### config.mk
export PLATFORM = sky130hd
export DESIGN_NAME = obi_arbiter_flat
export DESIGN_NICKNAME = d
export VERILOG_FILES = /design/src/hw/sram_macros.svh /design/src/hw/sram_pkg.sv /design/src/hw/obi_if.sv /design/src/hw/obi_arbiter.sv /design/src/flat_wrapper.sv
export SDC_FILE = /design/constraint.sdc
export NUM_CORES = 1
export LEC_CHECK = 0
export ABC_AREA = 1
export BUFFER_PORTS_ARGS = -buffer_cell sky130_fd_sc_hd__buf_2
export CORE_AREA = 2 2 123 125
export DETAILED_ROUTE_END_ITERATION = 10
export DIE_AREA = 0 0 125 127
export GPL_TIMING_DRIVEN = 0
export PLACE_DENSITY = 0.49
export SYNTH_ARGS = -nofsm -noshare
export SYNTH_HDL_FRONTEND = slang
export SYNTH_SLANG_ARGS = --single-unit
### constraint.sdc
create_clock -name clk_i -period 0.87 [get_ports clk_i]
set_input_delay 0.0435 -clock clk_i [delete_from_list [all_inputs] [get_ports clk_i]]
set_output_delay 0.0435 -clock clk_i [all_outputs]
set_load 0.1 [all_outputs]
### src/hw/sram_macros.svh
`ifndef SRAM_MACROS_SVH
`define SRAM_MACROS_SVH

// First byte address of the SRAM window
`define SRAM_BASE_ADDR 32'h8000_0000

// Number of 32x512 banks
`define SRAM_NUM_BLOCKS 14

// Words in each bank
`define SRAM_BLOCK_WORDS 512

`endif

### src/hw/sram_pkg.sv
`default_nettype none

package sram_pkg;

    // Data word carried on every port
    typedef logic [31:0] sram_word_t;

    // Byte address as seen by the managers
    typedef logic [31:0] sram_addr_t;

    // One enable bit per byte lane
    typedef logic [3:0] sram_be_t;

    // Access type of an OBI request
    typedef enum logic
    {
        OP_READ  = 1'b0,
        OP_WRITE = 1'b1
    } obi_op_e;

    // Data manager that owns the shared port
    typedef enum logic
    {
        OWNER_A = 1'b0,
        OWNER_B = 1'b1
    } arb_owner_e;

endpackage

`default_nettype wire

### src/hw/obi_if.sv
`timescale 1ns/1ns
`default_nettype none

interface obi_if
    import sram_pkg::*;
();

    // Request channel
    logic       req;
    logic       gnt;
    sram_addr_t addr;
    obi_op_e    op;
    sram_be_t   be;
    sram_word_t wdata;

    // Response channel, no back-pressure
    logic       rvalid;
    sram_word_t rdata;

    modport manager
    (
        output req,
        output addr,
        output op,
        output be,
        output wdata,
        input  gnt,
        input  rvalid,
        input  rdata
    );

    modport subordinate
    (
        input  req,
        input  addr,
        input  op,
        input  be,
        input  wdata,
        output gnt,
        output rvalid,
        output rdata
    );

endinterface

`default_nettype wire

### src/hw/obi_arbiter.sv
`timescale 1ns/1ns
`default_nettype none

module obi_arbiter
    import sram_pkg::*;
(
    input  logic       clk_i,
    input  logic       reset_i,
    obi_if.subordinate mgr_a,
    obi_if.subordinate mgr_b,
    obi_if.manager     sub
);

    arb_owner_e winner;
    arb_owner_e last_owner_q;
    arb_owner_e resp_owner_q;
    logic       xfer;

    // Round robin only matters under contention
    always_comb
    begin
        if (mgr_a.req && mgr_b.req)
        begin
            winner = (last_owner_q == OWNER_A) ? OWNER_B : OWNER_A;
        end
        else if (mgr_b.req)
        begin
            winner = OWNER_B;
        end
        else
        begin
            winner = OWNER_A;
        end
    end

    always_comb
    begin
        sub.req = mgr_a.req || mgr_b.req;
        if (winner == OWNER_B)
        begin
            sub.addr  = mgr_b.addr;
            sub.op    = mgr_b.op;
            sub.be    = mgr_b.be;
            sub.wdata = mgr_b.wdata;
        end
        else
        begin
            sub.addr  = mgr_a.addr;
            sub.op    = mgr_a.op;
            sub.be    = mgr_a.be;
            sub.wdata = mgr_a.wdata;
        end
    end

    // Loser keeps req up until its turn
    assign mgr_a.gnt = sub.gnt && mgr_a.req && (winner == OWNER_A);
    assign mgr_b.gnt = sub.gnt && mgr_b.req && (winner == OWNER_B);

    assign xfer = sub.req && sub.gnt;

    always_ff @(posedge clk_i)
    begin
        if (reset_i)
        begin
            last_owner_q <= OWNER_B;
            resp_owner_q <= OWNER_A;
        end
        else if (xfer)
        begin
            last_owner_q <= winner;
            resp_owner_q <= winner;
        end
    end

    // Response goes back to whoever owned last cycle's transfer
    assign mgr_a.rvalid = sub.rvalid && (resp_owner_q == OWNER_A);
    assign mgr_b.rvalid = sub.rvalid && (resp_owner_q == OWNER_B);
    assign mgr_a.rdata  = mgr_a.rvalid ? sub.rdata : '0;
    assign mgr_b.rdata  = mgr_b.rvalid ? sub.rdata : '0;

endmodule

`default_nettype wire

### src/flat_wrapper.sv
// flat-port wrapper written by rule: the top's interface ports become plain ports
module obi_arbiter_flat import sram_pkg::*;
  (clk_i, reset_i, mgr_a_req, mgr_a_addr, mgr_a_op, mgr_a_be, mgr_a_wdata, mgr_a_gnt, mgr_a_rvalid, mgr_a_rdata, mgr_b_req, mgr_b_addr, mgr_b_op, mgr_b_be, mgr_b_wdata, mgr_b_gnt, mgr_b_rvalid, mgr_b_rdata, sub_req, sub_addr, sub_op, sub_be, sub_wdata, sub_gnt, sub_rvalid, sub_rdata);
  obi_if mgr_a_i ();
  obi_if mgr_b_i ();
  obi_if sub_i ();
  input  logic clk_i;
  input  logic reset_i;
  input wire logic [$bits(mgr_a_i.req)-1:0] mgr_a_req;
  input wire logic [$bits(mgr_a_i.addr)-1:0] mgr_a_addr;
  input wire logic [$bits(mgr_a_i.op)-1:0] mgr_a_op;
  input wire logic [$bits(mgr_a_i.be)-1:0] mgr_a_be;
  input wire logic [$bits(mgr_a_i.wdata)-1:0] mgr_a_wdata;
  output wire logic [$bits(mgr_a_i.gnt)-1:0] mgr_a_gnt;
  output wire logic [$bits(mgr_a_i.rvalid)-1:0] mgr_a_rvalid;
  output wire logic [$bits(mgr_a_i.rdata)-1:0] mgr_a_rdata;
  input wire logic [$bits(mgr_b_i.req)-1:0] mgr_b_req;
  input wire logic [$bits(mgr_b_i.addr)-1:0] mgr_b_addr;
  input wire logic [$bits(mgr_b_i.op)-1:0] mgr_b_op;
  input wire logic [$bits(mgr_b_i.be)-1:0] mgr_b_be;
  input wire logic [$bits(mgr_b_i.wdata)-1:0] mgr_b_wdata;
  output wire logic [$bits(mgr_b_i.gnt)-1:0] mgr_b_gnt;
  output wire logic [$bits(mgr_b_i.rvalid)-1:0] mgr_b_rvalid;
  output wire logic [$bits(mgr_b_i.rdata)-1:0] mgr_b_rdata;
  output wire logic [$bits(sub_i.req)-1:0] sub_req;
  output wire logic [$bits(sub_i.addr)-1:0] sub_addr;
  output wire logic [$bits(sub_i.op)-1:0] sub_op;
  output wire logic [$bits(sub_i.be)-1:0] sub_be;
  output wire logic [$bits(sub_i.wdata)-1:0] sub_wdata;
  input wire logic [$bits(sub_i.gnt)-1:0] sub_gnt;
  input wire logic [$bits(sub_i.rvalid)-1:0] sub_rvalid;
  input wire logic [$bits(sub_i.rdata)-1:0] sub_rdata;
  assign mgr_a_i.req = mgr_a_req;
  assign mgr_a_i.addr = mgr_a_addr;
  assign mgr_a_i.op = mgr_a_op;
  assign mgr_a_i.be = mgr_a_be;
  assign mgr_a_i.wdata = mgr_a_wdata;
  assign mgr_a_gnt = mgr_a_i.gnt;
  assign mgr_a_rvalid = mgr_a_i.rvalid;
  assign mgr_a_rdata = mgr_a_i.rdata;
  assign mgr_b_i.req = mgr_b_req;
  assign mgr_b_i.addr = mgr_b_addr;
  assign mgr_b_i.op = mgr_b_op;
  assign mgr_b_i.be = mgr_b_be;
  assign mgr_b_i.wdata = mgr_b_wdata;
  assign mgr_b_gnt = mgr_b_i.gnt;
  assign mgr_b_rvalid = mgr_b_i.rvalid;
  assign mgr_b_rdata = mgr_b_i.rdata;
  assign sub_req = sub_i.req;
  assign sub_addr = sub_i.addr;
  assign sub_op = sub_i.op;
  assign sub_be = sub_i.be;
  assign sub_wdata = sub_i.wdata;
  assign sub_i.gnt = sub_gnt;
  assign sub_i.rvalid = sub_rvalid;
  assign sub_i.rdata = sub_rdata;
  obi_arbiter u_core (.clk_i(clk_i), .reset_i(reset_i), .mgr_a(mgr_a_i), .mgr_b(mgr_b_i), .sub(sub_i));
endmodule
==> results of run 1 <==
## layout make-up
type / count / area share [%]
inverters: 37 / 1.910
well taps: 184 / 2.622
repair buffers: 341 / 46.47
plain buffers: 20 / 4.660
clock buffers: 3 / 0.8551
multi-input cells: 285 / 42.97
flip-flops and latches: 2 / 0.5130
## stage by stage
stage,hold slack [ps],cell area (sq um),utilization (%),worst slack [ps],instances
finish,219.6,8780,60.87,-660.2,872
global route,250.6,8780,60.87,-708.0,872
CTS,172.5,8544,59.24,-667.1,860
detailed placement,221.5,5993,41.55,-830.4,840
global placement,206.9,5993,41.55,-817.7,840
floorplan,105.2,4197,-,-847.4,343
## registers in the layout (all words and copies together), names as in the netlist
register             count
u_core.resp_owner_q      1
u_core.last_owner_q      1
## placed cells by master, fill, tap and decap left out, types with 2 or more instances in the layout
master,count
buf_12,145
buf_16,12
buf_2,176
buf_4,5
buf_6,14
buf_8,3
clkbuf_16,8
clkinvlp_4,2
inv_1,33
nand2_1,25
nand2_2,42
nand2_4,36
nand2_8,111
nor2_4,66
## metal layers
metal,vias up,track usage (%),share of wire (%)
met3,14,3.853,7.8
li1,1686,-,-
met1,1601,16.13,31
met2,188,33.73,60
met4,2,2.418,1.3
met5,-,0,0.095
## synthesized netlist by cell type (all sizes together)
library cell    n  area, sq um
nand3b          1        7.510
nor2           66        247.7
or2             1        6.260
nand3           1        5.000
a21oi           1        5.000
dfxtp           2        40.04
inv            37        138.9
nand2         213        809.5
buf            20        127.6
o21ai           1        5.000
## timing repair
item                                    in CTS  in global routing
gates resized for setup                    587                 13
gates cloned                                 5                  6
hold endpoints to repair                     1                  0
pin swaps                                   14                  9
hold buffers                                 1                  0
buffers inserted                            11                  6
endpoints found under the setup margin     137                139
## where the power goes
part	switching, mW	internal [mW]	total, mW
Combinational	5.45	3.17	8.63
Sequential	0.00738	0.0984	0.106
Clock	0.102	0.584	0.686
## final timing paths
check	slack, ps	to	cells after the start
setup / recovery	-660	sub_addr[24]	8
hold / removal	220	u_core.last_owner_q	4
setup reg to reg	-160	u_core.last_owner_q	6
hold reg to reg	490	u_core.last_owner_q	2
## cell families (layout without fill, tap and decap cells)
group           count (synthesis)  after routing
compound gates                  2              2
flops                           2              2
buf+inv                        57            401
simple gates                  282            283
## critical path, stage by stage, from the launching register on
cell and delay [ps]:
dfxtp_2 320, nand2_4 80, nand2_8 110, buf_12 180
buf_12 130, buf_16 140, nand2_4 80, nand2_8 50
buf_12 160
==> summary.md, run 1 <==
| Metric | Value |
|---|---|
| Simple-Gate Fraction of Synth Area | `77.27%` |
| Unrepaired setup endpoints after global routing | `true` |
| Tot Pwr | `9.419 mW` |
| Area grow syn2layout | `530.5%` |
| Violated checks | `negative setup slack` |
| Initial Util | `9.655%` |
| Final wirelength | `13710 um` |
| Via Count | `3491` |
| Max-cap viol count | `0` |
| Setup TNS | `-72220 ps` |
| Num CTS Buffers | `3` |
| Via/cell ratio | `4.003` |
| Synthesized flop and latch total | `2` |
| Final worst slack | `-660.2 ps` |
| Synth Area in Compound Gates | `0.7188%` |
| Clock sinks | `2` |
| Yosys cell types | `15` |
| Startpoint Class | `flop` |
| Port bufs | `313` |
| Post-synthesis cell area | `0.001393 sq mm` |
| Die X | `125 um` |
| CTS tree | `done` |
| Longest Clk Path Bufs | `2` |
| Largest net degree at the start of global routing | `11` |
| I/O pin count | `314` |
| H-tree levels | `1` |
| Hold_sp | `sub_gnt` |
| DP Wirelength | `10120 um` |
| Static leakage | `3.870 nW` |
| Hold Fails Final Rpt | `0` |
| Syn_area_per_cell | `4.060 sq um` |
| Largest family of logic cells by synthesized area | `simple AND/OR/NAND/NOR gates` |
| Routed WL per cell | `15.73 um` |
| Max Fclk | `653.5 MHz` |
| 1st-iter DRT viols | `61` |
| Crit path from | `u_core.last_owner_q` |
| Congestion Overflow GR | `0` |
| Post-Synth Adder-Cell Area | `0%` |
| Antenna viol nets, final | `0` |
| # rows | `44` |
| Least-Margin Pin Slew | `485.7 ps` |
| Worst path required time | `830 ps` |
| Register Area | `45.04 sq um` |
| XOR/XNOR Fraction of Synth Area | `0%` |
| Clk_skew | `2.621 ps` |
| Final Max Slew Viols | `0` |
| Critical path capture point type | `output port` |
| Post-synthesis mux area share | `0%` |
| Worst-Skew Late Latency | `220 ps` |
| Initial antenna violation count | `1` |
| First-pass GRT wire length | `20860 um` |
| Max VDD drop | `0.6304 mV` |
| Hold WC Path Type | `primary input to flop` |
| Final GP Congestion | `0.8988` |
| Clock transition at path regs | `30 ps` |
| Tcrit/Tclk final | `175.9%` |
| Vias in the first global route | `4004` |
| Core Region | `0.01442 sq mm` |
| DRC viols | `0` |
| Antenna diodes | `0` |
| Nets | `866` |
| Chip Height | `127 um` |
| TritonRoute pass-1 iters | `4` |
| CP Data Arrival Time | `1490 ps` |
| Gr usage total | `16.09%` |
| Tmin final | `1530 ps` |
| Final setup violation count | `139` |
| CP Class | `flop to output port` |
| Max FO, Critical Path | `7` |
| Root buffer cell | `clkbuf_16` |
| Syn Nets | `519` |
| Cells after Synth | `343` |
| Die area | `0.01588 sq mm` |
| Yosys Warn Count | `0` |
| Status | `finished with violations` |
| Fill cells | `1103` |
| Multi-input logic area | `0.003772 sq mm` |
| Register area share after synthesis | `2.875%` |
| Layout cells sized above 1 | `91.13%` |
| Slew HR | `67.84%` |
| Power density over the cells | `1073 mW/mm^2` |
| Reg-to-Reg Start | `u_core.last_owner_q` |
Power figures use the tool's default switching activity.
==> inputs of run 2 (changes only) <==
- CORE_AREA: 2 2 123 125 -> 2 2 122 124
- DIE_AREA: 0 0 125 127 -> 0 0 124 126
- PLACE_DENSITY: 0.49 -> 0.48
- clock period: 0.87 -> 1.7 ns (I/O delays scaled with it)
==> run 2 against run 1 <==
Effect of this change:
- the flow now finishes without violations
- critical path depth fell by 4
- highest routed layer is now met4
- clock skew fell by 1.9 ps
- flip-flop and latch count did not move
- core utilization fell by 34 points
- die area fell by 1.6%
==> summary.md, run 2 (synthesized netlist as in run 1, its figures left out) <==
| Metric | Value |
|---|---|
| Via Count | `3115 (-11%)` |
| Initial Util | `9.729% (+0.074 points)` |
| Crit-path cells | `nand2_1, buf_2, nor2_1, buf_2` |
| Critical path capture point type | `output port` |
| TritonRoute pass-1 iters | `4 (unchanged)` |
| Final setup violation count | `0 (-100%)` |
| Max FO, Critical Path | `10 (+3)` |
| Layout cells sized above 1 | `57.06% (-34 points)` |
| Die X | `124 um (-0.80%)` |
| Clock transition at path regs | `30 ps (about the same)` |
| Final GP Congestion | `0.7407 (-18%)` |
| Placement-stage cell area | `0.003488 sq mm (-42%)` |
| Via/cell ratio | `3.691 (-7.8%)` |
| Startpoint Class | `flop` |
| Power density over the cells | `800.6 mW/mm^2 (-25%)` |
| Final wirelength | `10170 um (-26%)` |
| Hold Fails Final Rpt | `0 (unchanged)` |
| Root buffer cell | `clkbuf_16` |
| Worst slack, placed | `58.06 ps (+888.5 ps)` |
| Commonest non-fill, non-tap cell in the layout | `buf_2` |
| Routed WL per cell | `12.05 um (-23%)` |
| Largest net degree at the start of global routing | `11 (unchanged)` |
| Vias in the first global route | `2834 (-29%)` |
| Final worst slack | `103.6 ps (+763.8 ps)` |
| DRC viols | `0 (unchanged)` |
| Slew HR | `65.29% (-2.5 points)` |
| Least-Margin Pin Slew | `524.2 ps (+38.46 ps)` |
| 1st-iter DRT viols | `51 (-16%)` |
| Status | `finished clean` |
| Worst path required time | `1620 ps (+790 ps)` |
| Tcrit/Tclk final | `93.91%` |
| Tmin final | `1596 ps` |
| CP Class | `flop to output port` |
| Commonest cells after routing, fill and taps aside | `buf_2 (245), nand2_1 (211), buf_4 (49), inv_1 (35), nor2_4 (33)` |
| Gr usage total | `11.84% (-4.3 points)` |
| Num CTS Buffers | `3 (unchanged)` |
| WP buf/inv | `2 (-2)` |
| Worst-Skew Late Latency | `220 ps (about the same)` |
| Critical path's top delay family | `buffers and inverters` |
| Clock sinks | `2 (unchanged)` |
| CP Data Arrival Time | `1510 ps (+20 ps)` |
| CTS tree | `done` |
| Chip Height | `126 um (-0.79%)` |
| Clk_skew | `0.7260 ps (-1.895 ps)` |
| Antenna viol nets, final | `0 (unchanged)` |
| Port bufs | `313 (unchanged)` |
| First-pass GRT wire length | `14740 um (-29%)` |
| Delay of the slowest critical-path stage | `430 ps (+110 ps)` |
| Core Region | `0.01431 sq mm (-0.76%)` |
| Max VDD drop | `0.4923 mV (-22%)` |
| Finished Core Util | `27.06% (-34 points)` |
| Cell mode on critical path | `buf_2` |
| Area grow syn2layout | `178.2%` |
| H-tree levels | `1 (unchanged)` |
| Static leakage | `2.560 nW (-34%)` |
| DP Wirelength | `8694 um (-14%)` |
| Design Area, Final | `0.003874 sq mm (-56%)` |
| Max Fclk | `626.4 MHz` |
| # rows | `44 (unchanged)` |
| Nets | `837 (-3.3%)` |
| Regs by FF count | `u_core.last_owner_q (1), u_core.resp_owner_q (1)` |
| Hold buffers post-CTS | `0 (-1)` |
| Longest Clk Path Bufs | `2 (unchanged)` |
| Final Max Slew Viols | `0 (unchanged)` |
| Hold WC Path Type | `primary input to flop` |
| Final hold slack | `27.11 ps (-192.5 ps)` |
| Slowest-stage cell, CP | `buf_2` |
| I/O pin count | `314 (unchanged)` |
| Congestion Overflow GR | `0 (unchanged)` |
| Die area | `0.01562 sq mm (-1.6%)` |
| Tot Pwr | `3.101 mW (-67%)` |
| Max-cap viol count | `0 (unchanged)` |
| Initial antenna violation count | `1 (unchanged)` |
## run 2: cell count changes in the layout (fill, tap and decap cells not counted), sizes merged
cell         delta
nand2           -1
clkbuf          -1
buf            -26
clkinvlp        -2
inv             +2
diode           +1
dlygate4sd3     -1
## run 2: cell type report
cell class	count	area, sq um
Buffer	20	181.4
Clock buffer	3	75.07
Tap cell	184	230.2
Timing Repair Buffer	313	1863
Multi-Input combinational cell	284	1336
Inverter	37	143.9
Fill cell	1630	10440
Antenna cell	1	2.502
Sequential cell	2	41.29
## run 2: repair_timing
action | 4_1_cts | 5_1_grt
buffers inserted | 0 | 0
cloned | 0 | 0
gates resized for setup | 77 | 34
endpoints found under the setup margin | 70 | 73
pin swaps | 0 | 0
## run 2: final timing paths
check                                          from  slack [ps]  depth (start not counted)                   to
worst max-delay path            u_core.resp_owner_q         100                          4      mgr_b_rdata[22]
worst min-delay path                        reset_i          30                          2  u_core.resp_owner_q
worst max register to register  u_core.last_owner_q         950                          3  u_core.resp_owner_q
worst min register to register  u_core.resp_owner_q         480                          2  u_core.resp_owner_q
## run 2: stage by stage
| step | std cells | TNS, ps |
|---|---|---|
| final | 844 | 0 |
| after global routing | 844 | -0.6679 |
| after CTS | 843 | -13.11 |
| after detailed placement | 840 | 0 |
| after global placement | 840 | 0 |
| after floorplan | 343 | -9855 |
## run 2: per-layer routing
metal / part of all wire (%) / up-vias / GRT usage, %
met2: 53 / 201 / 23.59
met3: 10 / 2 / 1.857
met4: 0.27 / 0 / 0.7931
li1: - / 1616 / -
met1: 37 / 1296 / 13.47
met5: 0 / - / 0
## run 2: power by group
part           internal [mW]  total [mW]  switching, mW
registers             0.0508      0.0537        0.00287
logic                  0.584        2.69           2.11
clock network          0.299       0.355         0.0555
total                  0.935        3.10           2.17
